### src/common/smartnic_defines.svh
`ifndef SMARTNIC_DEFINES_SVH
`define SMARTNIC_DEFINES_SVH

// stream geometry.
`define NUM_PORTS      2             // ingress ports, each with an out and a c2h path.
`define DATA_BYTE_WID  8             // bytes per stream beat.
`define TID_WID        2             // stream id bits.
`define TDEST_WID      4             // destination bits, one port code.
`define TUSER_WID      1             // sideband user bits.

// axi4-lite geometry.
`define AXIL_ADDR_WID  32            // byte address.
`define AXIL_DATA_WID  32            // one register word.
`define AXIL_STRB_WID  4             // one strobe per data byte.

// register map, byte offsets.
`define REG_CONFIG     32'h00        // app_igr config word.
`define REG_STATS_BASE 32'h10        // port i out count at +8*i, c2h count at +8*i+4.
`define REG_STATS_STEP 8             // byte stride between ports.
`define REG_C2H_OFFSET 4             // c2h count sits one word above out count.

`endif // SMARTNIC_DEFINES_SVH

### src/common/smartnic_pkg.sv
`include "smartnic_defines.svh"

package smartnic_pkg;

    // kind of endpoint a port code refers to.
    typedef enum logic [1:0] {
        PHY = 2'b00,                 // physical network port.
        PF  = 2'b01,                 // host physical function.
        VF0 = 2'b10,                 // first virtual function, host bound.
        VF1 = 2'b11                  // second virtual function.
    } port_typ_t;

    // structured view of a destination code.
    typedef struct packed {
        port_typ_t  typ;             // endpoint kind, upper bits.
        logic [1:0] num;             // endpoint index within that kind.
    } port_encoded_t;

    // one tdest word, seen either as plain bits or as type plus number.
    typedef union packed {
        logic [`TDEST_WID-1:0] raw;  // bits as carried on the stream.
        port_encoded_t         encoded; // decoded for steering.
    } port_t;

    // config register layout.
    typedef struct packed {
        logic [30:0] rsvd;           // reserved, always zero.
        logic        demux_sel;      // 1 forces every packet to c2h.
    } app_igr_config_t;

    // path index used by the port steering logic.
    localparam int PATH_OUT = 0;     // normal egress stream.
    localparam int PATH_C2H = 1;     // host bound stream.
    localparam int NUM_PATHS = 2;

endpackage : smartnic_pkg

### src/common/axi_pkg.sv
`include "smartnic_defines.svh"

package axi_pkg;

    import smartnic_pkg::*;

    // one axi4-stream beat; valid and ready travel beside it.
    typedef struct packed {
        logic [`DATA_BYTE_WID*8-1:0] tdata;  // payload.
        logic [`DATA_BYTE_WID-1:0]   tkeep;  // byte enables.
        logic                        tlast;  // last beat of a packet.
        logic [`TID_WID-1:0]         tid;    // stream id.
        port_t                       tdest;  // destination port code.
        logic [`TUSER_WID-1:0]       tuser;  // sideband.
    } axi4s_t;

    // axi4-lite manager to subordinate signals.
    typedef struct packed {
        logic [`AXIL_ADDR_WID-1:0] awaddr;   // write address.
        logic                      awvalid;
        logic [`AXIL_DATA_WID-1:0] wdata;    // write data.
        logic [`AXIL_STRB_WID-1:0] wstrb;    // byte strobes.
        logic                      wvalid;
        logic                      bready;   // write response accept.
        logic [`AXIL_ADDR_WID-1:0] araddr;   // read address.
        logic                      arvalid;
        logic                      rready;   // read data accept.
    } axil_req_t;

    // axi4-lite subordinate to manager signals.
    typedef struct packed {
        logic                      awready;
        logic                      wready;
        logic [1:0]                bresp;    // write status.
        logic                      bvalid;
        logic                      arready;
        logic [`AXIL_DATA_WID-1:0] rdata;    // read data.
        logic [1:0]                rresp;    // read status.
        logic                      rvalid;
    } axil_resp_t;

    // response codes.
    localparam logic [1:0] RESP_OKAY   = 2'b00;
    localparam logic [1:0] RESP_SLVERR = 2'b10; // not returned by this block.

endpackage : axi_pkg

### src/app_igr_reg/app_igr_reg_blk.sv
`timescale 1ns/1ps

`include "smartnic_defines.svh"

module app_igr_reg_blk
    import smartnic_pkg::*, axi_pkg::*;
(
    input  logic            core_clk,
    input  logic            reset,

    input  axil_req_t       axil_req,
    output axil_resp_t      axil_resp,

    input  logic [31:0]     out_count [`NUM_PORTS],  // packets sent on out, per port.
    input  logic [31:0]     c2h_count [`NUM_PORTS],  // packets sent on c2h, per port.

    output app_igr_config_t app_igr_config
);

    logic                      aw_pending;            // address held, data not yet seen.
    logic [`AXIL_ADDR_WID-1:0] aw_addr_q;
    logic                      w_pending;             // data held, address not yet seen.
    logic [`AXIL_DATA_WID-1:0] w_data_q;
    logic [`AXIL_STRB_WID-1:0] w_strb_q;

    logic                      aw_hs;
    logic                      w_hs;
    logic                      ar_hs;
    logic                      do_write;
    logic [`AXIL_ADDR_WID-1:0] wr_addr;
    logic [`AXIL_DATA_WID-1:0] wr_data;
    logic [`AXIL_STRB_WID-1:0] wr_strb;

    logic                      bvalid;
    logic                      rvalid;
    logic [`AXIL_DATA_WID-1:0] rdata;
    logic [`AXIL_DATA_WID-1:0] rd_mux;

    // each channel is taken once per transaction and then blocked until the response leaves.
    assign axil_resp.awready = !aw_pending && !bvalid;
    assign axil_resp.wready  = !w_pending && !bvalid;
    assign axil_resp.arready = !rvalid;              // one read in flight.
    assign axil_resp.bvalid  = bvalid;
    assign axil_resp.bresp   = RESP_OKAY;
    assign axil_resp.rvalid  = rvalid;
    assign axil_resp.rdata   = rdata;
    assign axil_resp.rresp   = RESP_OKAY;            // unmapped reads return zero, still okay.

    assign aw_hs = axil_req.awvalid && axil_resp.awready;
    assign w_hs  = axil_req.wvalid && axil_resp.wready;
    assign ar_hs = axil_req.arvalid && axil_resp.arready;

    // the write fires in the cycle where the later of the two channels arrives.
    assign do_write = (aw_pending || aw_hs) && (w_pending || w_hs) && !bvalid;
    assign wr_addr  = aw_pending ? aw_addr_q : axil_req.awaddr;
    assign wr_data  = w_pending ? w_data_q : axil_req.wdata;
    assign wr_strb  = w_pending ? w_strb_q : axil_req.wstrb;

    always_ff @(posedge core_clk) begin
        if (reset) begin
            aw_pending     <= 1'b0;
            w_pending      <= 1'b0;
            bvalid         <= 1'b0;
            app_igr_config <= '0;                    // reserved bits stay zero from here.
        end else begin
            if (do_write) begin
                aw_pending <= 1'b0;
                w_pending  <= 1'b0;
                bvalid     <= 1'b1;                  // response one cycle after acceptance.
                if (wr_addr == `REG_CONFIG && wr_strb[0]) begin
                    app_igr_config.demux_sel <= wr_data[0]; // only byte 0 holds state.
                end
            end else begin
                if (aw_hs) aw_pending <= 1'b1;
                if (w_hs)  w_pending  <= 1'b1;
                if (bvalid && axil_req.bready) bvalid <= 1'b0;
            end
        end
    end

    // channel holding registers.
    always_ff @(posedge core_clk) begin
        if (aw_hs) aw_addr_q <= axil_req.awaddr;
        if (w_hs) begin
            w_data_q <= axil_req.wdata;
            w_strb_q <= axil_req.wstrb;
        end
    end

    // read decode, config word or one of the packet counters.
    always_comb begin
        rd_mux = '0;                                 // unmapped.
        if (axil_req.araddr == `REG_CONFIG) rd_mux = app_igr_config;
        for (int i = 0; i < `NUM_PORTS; i++) begin
            if (axil_req.araddr == 32'(`REG_STATS_BASE + `REG_STATS_STEP*i)) begin
                rd_mux = out_count[i];
            end
            if (axil_req.araddr == 32'(`REG_STATS_BASE + `REG_STATS_STEP*i + `REG_C2H_OFFSET)) begin
                rd_mux = c2h_count[i];
            end
        end
    end

    always_ff @(posedge core_clk) begin
        if (reset) begin
            rvalid <= 1'b0;
        end else if (ar_hs) begin
            rvalid <= 1'b1;                          // data one cycle after arvalid.
        end else if (rvalid && axil_req.rready) begin
            rvalid <= 1'b0;
        end
    end

    always_ff @(posedge core_clk) begin
        if (ar_hs) rdata <= rd_mux;                  // held until rready.
    end

endmodule : app_igr_reg_blk

### src/app_igr_port/app_igr_port.sv
`timescale 1ns/1ps

module app_igr_port
    import smartnic_pkg::*, axi_pkg::*;
(
    input  logic            core_clk,
    input  logic            reset,

    input  app_igr_config_t app_igr_config,

    input  axi4s_t          in_beat,
    input  logic            in_valid,
    output logic            in_ready,

    output axi4s_t          out_beat,
    output logic            out_valid,
    input  logic            out_ready,

    output axi4s_t          c2h_beat,
    output logic            c2h_valid,
    input  logic            c2h_ready
);

    axi4s_t     slot  [NUM_PATHS][2];  // [path][0] drives the output, [1] is the skid.
    logic [1:0] cnt   [NUM_PATHS];     // beats held per path, 0 to 2.
    logic       vld   [NUM_PATHS];
    logic       rdy   [NUM_PATHS];     // downstream ready per path.
    logic       space [NUM_PATHS];     // path can take a beat this cycle.
    logic       push  [NUM_PATHS];
    logic       pop   [NUM_PATHS];
    logic       sel_c2h;               // steering decision for the current beat.

    // host bound when the destination is vf0 or the config forces it.
    assign sel_c2h = (in_beat.tdest.encoded.typ == VF0) || app_igr_config.demux_sel;

    assign rdy[PATH_OUT] = out_ready;
    assign rdy[PATH_C2H] = c2h_ready;

    // ready comes from the selected path only.
    assign in_ready = sel_c2h ? space[PATH_C2H] : space[PATH_OUT];

    always_comb begin
        for (int p = 0; p < NUM_PATHS; p++) begin
            vld[p]   = (cnt[p] != 2'd0);
            space[p] = (cnt[p] != 2'd2);          // from registers only, no path from rdy.
            pop[p]   = vld[p] && rdy[p];
            push[p]  = in_valid && in_ready && (sel_c2h == (p == PATH_C2H));
        end
    end

    // occupancy per path.
    always_ff @(posedge core_clk) begin
        if (reset) begin
            for (int p = 0; p < NUM_PATHS; p++) cnt[p] <= 2'd0;
        end else begin
            for (int p = 0; p < NUM_PATHS; p++) begin
                if (push[p] && !pop[p]) cnt[p] <= cnt[p] + 2'd1;
                else if (pop[p] && !push[p]) cnt[p] <= cnt[p] - 2'd1;
            end
        end
    end

    // beat storage; the head is refilled from the skid or straight from the input.
    always_ff @(posedge core_clk) begin
        for (int p = 0; p < NUM_PATHS; p++) begin
            case ({push[p], pop[p]})
                2'b10: begin
                    if (cnt[p] == 2'd0) slot[p][0] <= in_beat;
                    else slot[p][1] <= in_beat;   // head busy, park in the skid.
                end
                2'b01: slot[p][0] <= slot[p][1]; // skid moves up.
                2'b11: begin
                    if (cnt[p] == 2'd1) slot[p][0] <= in_beat; // pass through.
                    else begin
                        slot[p][0] <= slot[p][1];
                        slot[p][1] <= in_beat;
                    end
                end
                default: ;
            endcase
        end
    end

    assign out_beat  = slot[PATH_OUT][0];
    assign out_valid = vld[PATH_OUT];
    assign c2h_beat  = slot[PATH_C2H][0];
    assign c2h_valid = vld[PATH_C2H];

endmodule : app_igr_port

### src/verilog/app_igr_stats.sv
`timescale 1ns/1ps

`include "smartnic_defines.svh"

module app_igr_stats #(
    parameter int CNT_WID = 32                     // counter width, wraps at the top.
) (
    input  logic                  core_clk,
    input  logic                  reset,

    input  logic [`NUM_PORTS-1:0] out_valid,
    input  logic [`NUM_PORTS-1:0] out_ready,
    input  logic [`NUM_PORTS-1:0] out_tlast,

    input  logic [`NUM_PORTS-1:0] c2h_valid,
    input  logic [`NUM_PORTS-1:0] c2h_ready,
    input  logic [`NUM_PORTS-1:0] c2h_tlast,

    output logic [CNT_WID-1:0]    out_count [`NUM_PORTS],
    output logic [CNT_WID-1:0]    c2h_count [`NUM_PORTS]
);

    logic [`NUM_PORTS-1:0] out_eop;                  // packet completed on out.
    logic [`NUM_PORTS-1:0] c2h_eop;                  // packet completed on c2h.

    // a packet counts once its last beat is accepted downstream.
    assign out_eop = out_valid & out_ready & out_tlast;
    assign c2h_eop = c2h_valid & c2h_ready & c2h_tlast;

    always_ff @(posedge core_clk) begin
        if (reset) begin
            for (int i = 0; i < `NUM_PORTS; i++) begin
                out_count[i] <= '0;
                c2h_count[i] <= '0;
            end
        end else begin
            for (int i = 0; i < `NUM_PORTS; i++) begin
                if (out_eop[i]) out_count[i] <= out_count[i] + 1'b1; // wraps.
                if (c2h_eop[i]) c2h_count[i] <= c2h_count[i] + 1'b1;
            end
        end
    end

endmodule : app_igr_stats

### src/verilog/smartnic_app_igr.sv
`timescale 1ns/1ps

`include "smartnic_defines.svh"

module smartnic_app_igr
    import smartnic_pkg::*, axi_pkg::*;
(
    input  logic                  core_clk,
    input  logic                  reset,

    input  axil_req_t             axil_req,
    output axil_resp_t            axil_resp,

    input  axi4s_t                in_beat   [`NUM_PORTS],
    input  logic [`NUM_PORTS-1:0] in_valid,
    output logic [`NUM_PORTS-1:0] in_ready,

    output axi4s_t                out_beat  [`NUM_PORTS],
    output logic [`NUM_PORTS-1:0] out_valid,
    input  logic [`NUM_PORTS-1:0] out_ready,

    output axi4s_t                c2h_beat  [`NUM_PORTS],
    output logic [`NUM_PORTS-1:0] c2h_valid,
    input  logic [`NUM_PORTS-1:0] c2h_ready
);

    app_igr_config_t       app_igr_config;            // shared by all ports.
    logic [31:0]           out_count [`NUM_PORTS];
    logic [31:0]           c2h_count [`NUM_PORTS];
    logic [`NUM_PORTS-1:0] out_tlast;
    logic [`NUM_PORTS-1:0] c2h_tlast;

    app_igr_reg_blk u_reg_blk (
        .core_clk       (core_clk),
        .reset          (reset),
        .axil_req       (axil_req),
        .axil_resp      (axil_resp),
        .out_count      (out_count),
        .c2h_count      (c2h_count),
        .app_igr_config (app_igr_config)
    );

    for (genvar i = 0; i < `NUM_PORTS; i++) begin : g_port
        app_igr_port u_port (
            .core_clk       (core_clk),
            .reset          (reset),
            .app_igr_config (app_igr_config),
            .in_beat        (in_beat[i]),
            .in_valid       (in_valid[i]),
            .in_ready       (in_ready[i]),
            .out_beat       (out_beat[i]),
            .out_valid      (out_valid[i]),
            .out_ready      (out_ready[i]),
            .c2h_beat       (c2h_beat[i]),
            .c2h_valid      (c2h_valid[i]),
            .c2h_ready      (c2h_ready[i])
        );

        assign out_tlast[i] = out_beat[i].tlast;       // snooped by the counters.
        assign c2h_tlast[i] = c2h_beat[i].tlast;
    end : g_port

    app_igr_stats #(
        .CNT_WID (32)
    ) u_stats (
        .core_clk  (core_clk),
        .reset     (reset),
        .out_valid (out_valid),
        .out_ready (out_ready),
        .out_tlast (out_tlast),
        .c2h_valid (c2h_valid),
        .c2h_ready (c2h_ready),
        .c2h_tlast (c2h_tlast),
        .out_count (out_count),
        .c2h_count (c2h_count)
    );

endmodule : smartnic_app_igr

### config.mk
export PLATFORM = sky130hd
export DESIGN_NAME = smartnic_app_igr
export DESIGN_NICKNAME = d
export VERILOG_FILES = /design/src/common/smartnic_pkg.sv /design/src/common/axi_pkg.sv /design/src/app_igr_reg/app_igr_reg_blk.sv /design/src/app_igr_port/app_igr_port.sv /design/src/verilog/app_igr_stats.sv /design/src/verilog/smartnic_app_igr.sv
export VERILOG_INCLUDE_DIRS = /design/src /design/src/common
export SDC_FILE = /design/constraint.sdc
export NUM_CORES = 1
export LEC_CHECK = 0
export BUFFER_PORTS_ARGS = -buffer_cell sky130_fd_sc_hd__buf_2
export CELL_PAD_IN_SITES_DETAIL_PLACEMENT = 1
export CELL_PAD_IN_SITES_GLOBAL_PLACEMENT = 2
export CORE_MARGIN = 5
export CORE_UTILIZATION = 30
export CTS_CLUSTER_DIAMETER = 200
export DETAILED_ROUTE_END_ITERATION = 6
export PLACE_DENSITY_LB_ADDON = 0.1
export SETUP_SLACK_MARGIN = 0.15
export SLEW_MARGIN = 20
export SYNTH_ARGS = -nofsm -noshare
export SYNTH_HDL_FRONTEND = slang
export SYNTH_SLANG_ARGS = --single-unit
### constraint.sdc
create_clock -name core_clk -period 8.9 [get_ports core_clk]
set_input_delay 0.445 -clock core_clk [delete_from_list [all_inputs] [get_ports core_clk]]
set_output_delay 0.445 -clock core_clk [all_outputs]
set_load 0.03 [all_outputs]
==> reports/results.md <==
| Metric | This run |
|:---|:---|
| Setup TNS | 0 ns |
| Slew of the pin with the lowest slew margin | 1.05 ns |
| Launching element of the worst setup path | u_reg_blk.app_igr_config[0] |
| Number of warnings issued by yosys | 0 |
| Count of buffers inserted at the top-level ports | 601 |
| Synth Instances | 2331 |
| Routed wirelength normalized by instance count | 22.6 um |
| Combinational power share | 0.247 |
| Total length of routed wires | 103000 um |
| Number of flops mapped to enable cells by yosys | 714 |
| Effective utilization at floorplan | 0.303 |
| Fmax | 0.292 GHz |
| Final WS setup | 5.47 ns |
| Hold Fails Final Rpt | 0 |
| RePlAce Congestion | 0.755 |
| Sum of met3 wire segment lengths after detailed routing | 6790 um |
| Part of the Yosys area used for sequential elements | 0.673 |
| Final setup violation count | 0 |
| Launch point of the worst reg-to-reg path | u_reg_blk.app_igr_config[0] |
| Via-per-instance ratio | 4.48 |
| Pins over their slew limit | 0 |
| Inserted Clock Buffers | 101 |
| Worst min-delay path category | input port to register |
| Unrepaired setup endpoints after global routing | no |
| Net switching power | 4170 uW |
| Top layer in use | met5 |
| Data required time at the worst endpoint | 9.19 ns |
| Core Footprint | 118000 sq um |
| Root cell of the clock tree | sky130_fd_sc_hd__clkbuf_16 |
| Setup slack of the most critical reg-to-reg path | 5.47 ns |
| Sequential cell fraction of total power | 0.429 |
| HP Start | in_beat[84] |
| Cell type contributing the most total cell area after synthesis | sky130_fd_sc_hd__edfxtp_1 |
| Clock group share of total power | 0.325 |
| Row count | 126 |
| Worst path cell trace | o211ai_1 > o21ai_4 > buf_4 |
| Wire length on met1 | 44200 um |
| Commonest register cell after synthesis | sky130_fd_sc_hd__edfxtp_1 |
| Worst Path Class, Setup | register to register |
| Number of distinct standard cells referenced by the synthesized netlist | 66 |
| Total global routing overflow | 0 |
| Clock Pin Slew Worst Setup and Hold Paths | 0.06 ns |
| Most common cell after layout, fill and taps aside | sky130_fd_sc_hd__edfxtp_1 |
| Main area contributors after synthesis | sky130_fd_sc_hd__edfxtp_1 60%, sky130_fd_sc_hd__dfxtp_1 7.4%, sky130_fd_sc_hd__buf_4 7.1% |
| Area of the die | 126000 sq um |
| Number of DRC violations after detailed routing | 0 |
| Worst slack after detailed placement | 4.90 ns |
| Async S/R FF share, synth | 0 |
| #FFs+latches synth | 847 |
| Largest buffer count on any clock path | 3 |
| Vias in the first global route | 22000 |
| Worst Skew | 0.0291 ns |
| Wire length of the first global-routing pass | 149000 um |
| Vias | 20300 |
| Largest driver fanout on the critical path | 57 |
| HPWL after detailed placement | 68800 um |
| Mapped cell area | 35800 sq um |
| Post-layout net count | 3128 |
| Die extent in x | 356 um |
| Remaining max-slew budget at the tightest pin | 0.297 |
| Result of the run | finished clean |
| Slowest stage delay, CP | 0.86 ns |
| Max stage delay cell, worst path | sky130_fd_sc_hd__o21ai_4 |
| Seq. cell area | 24100 sq um |
| Count of maximum capacitance violations | 0 |
| Number of H-tree levels | 3 |
| Clock latency on the worst-skew pair | 0.68 ns |
| Overall global routing resource usage | 0.157 |
| Sinks on Clock Net | 847 |
| Height of the chip | 356 um |
| Post-route fraction of the period consumed by the critical path | 0.385 |
| Most frequent cells in the layout | 714 x sky130_fd_sc_hd__edfxtp_1, 600 x sky130_fd_sc_hd__buf_2, 218 x sky130_fd_sc_hd__mux2_2 |
| Critical path capture point type | register |
| Boundary Pins | 640 |
| Share of the synthesized area in the top cell type | 0.598 |
| Shortest clock period the worst path allows after layout | 3.43 ns |
| Iter 0 DRT Violations | 959 |
| Met2 wire length | 48600 um |
| Synth-to-layout area growth | 21.5% |
| Cell-internal power | 8540 uW |
| Element type at the critical path start | register |
| CTS tree | built |
| Filler Cells Inserted | 12200 |
| Antenna violations before repair | 12 |
| Switching share of total power | 0.328 |
| Static power due to leakage | 0.0155 uW |
| Max VDD drop | 159 uV |
| Area of the multi-input gates | 8760 sq um |
| Share of layout cells above drive strength 1 | 0.366 |
| Number of nets with antenna violations after detailed routing | 0 |
| PD cells | 292 nW/um^2 |
| DRT Pass-1 Iters | 4 |
| Gates resized, CTS repair | 0 |
| Syn Area/Cell | 15.4 sq um |
| Largest net degree at the start of global routing | 66 |
| Worst endpoint data arrival time | 3.72 ns |
## stage by stage
step	cells	utilization	cell area (sq um)	power (uW)	hold WS, ns
after global routing	4531	0.368	43500	13300	0.0270
final	4535	0.368	43500	12700	0.0665
after detailed placement	4143	0.323	38200	8690	0.508
after global placement	4143	0.323	38200	8670	0.485
after CTS	4528	0.367	43500	13000	0.00794
after floorplan	2334	-	35800	8080	0.459
## worst paths after layout
path | end | depth (start not counted)
worst min register to register | u_stats.out_count[33] | 2
worst min-delay path | g_port[0].u_port.slot[0][4] | 1
worst max-delay path | g_port[0].u_port.slot[1][121] | 3
worst max register to register | g_port[0].u_port.slot[1][121] | 3
## logic make-up after synthesis
logic type,Yosys count,synth area share
flip-flops,847,0.673
adder cells (fa/ha/maj),12,0.00419
AND/OR/NAND/NOR,490,0.0764
AO/OA/AOI/OAI,56,0.00985
buffers and inverters,451,0.0859
XOR/XNOR,115,0.0281
multiplexers,359,0.123
other,1,0.000105
## synth_stat cells (all sizes together) (10+ instances only)
cell type,instances
o21ai,13
clkbuf,31
nand2,52
mux2,324
edfxtp,714
and3,42
and2,10
mux4,31
or3,14
nor4,56
and4,17
inv,35
a21oi,23
nor2,148
ha,12
buf,385
nand4,37
dfxtp,133
nor3,42
nand3,40
xor2,29
xnor2,86
## final cells by class
type	instances	share of cell area
inverters	35	0.00302
flip-flops and latches	847	0.554
well taps	1600	0.0460
multi-input cells	1036	0.201
repair buffers	822	0.119
clock inverters	64	0.0148
diodes	5	0.000287
clock buffers	126	0.0618
## registers in the layout (all words and copies together) (netlist names)
name                      count
u_reg_blk.bvalid              1
u_reg_blk.aw_addr_q          32
u_reg_blk.aw_pending          1
u_reg_blk.w_pending           1
u_stats.c2h_count            64
u_stats.out_count            64
u_reg_blk.w_data_q            1
u_reg_blk.rvalid              1
g_port.u_port.slot          640
u_reg_blk.app_igr_config      1
u_reg_blk.w_strb_q            1
u_reg_blk.rdata              32
g_port.u_port.cnt             8
## worst max-delay path: cells and delay by family (launching register included)
| family | cells | cell delay [ns] |
|---|---|---|
| compound gates | 2 | 1.36 |
| buf+inv | 1 | 0.81 |
| flops | 1 | 0.73 |
## routing by layer
metal / global-route usage / up-vias
met5: 0 / -
met1: 0.198 / 10300
li1: - / 9349
met3: 0.0455 / 149
met4: 0.0478 / 4
met2: 0.262 / 528
## power groups by stage
stage / registers [uW] / logic (uW) / clock network (uW)
global route: 5510 / 3330 / 4470
global placement: 5520 / 3150 / 0
detailed placement: 5540 / 3150 / 0
floorplan: 5550 / 2540 / 0
finish: 5450 / 3140 / 4130
CTS: 5460 / 3240 / 4290
## timing repair
action                                 4_1_cts  5_1_grt
hold buffers                               195        0
setup buffers                                0        0
endpoints found under the hold margin      352        0
Power figures use the tool's default switching activity.
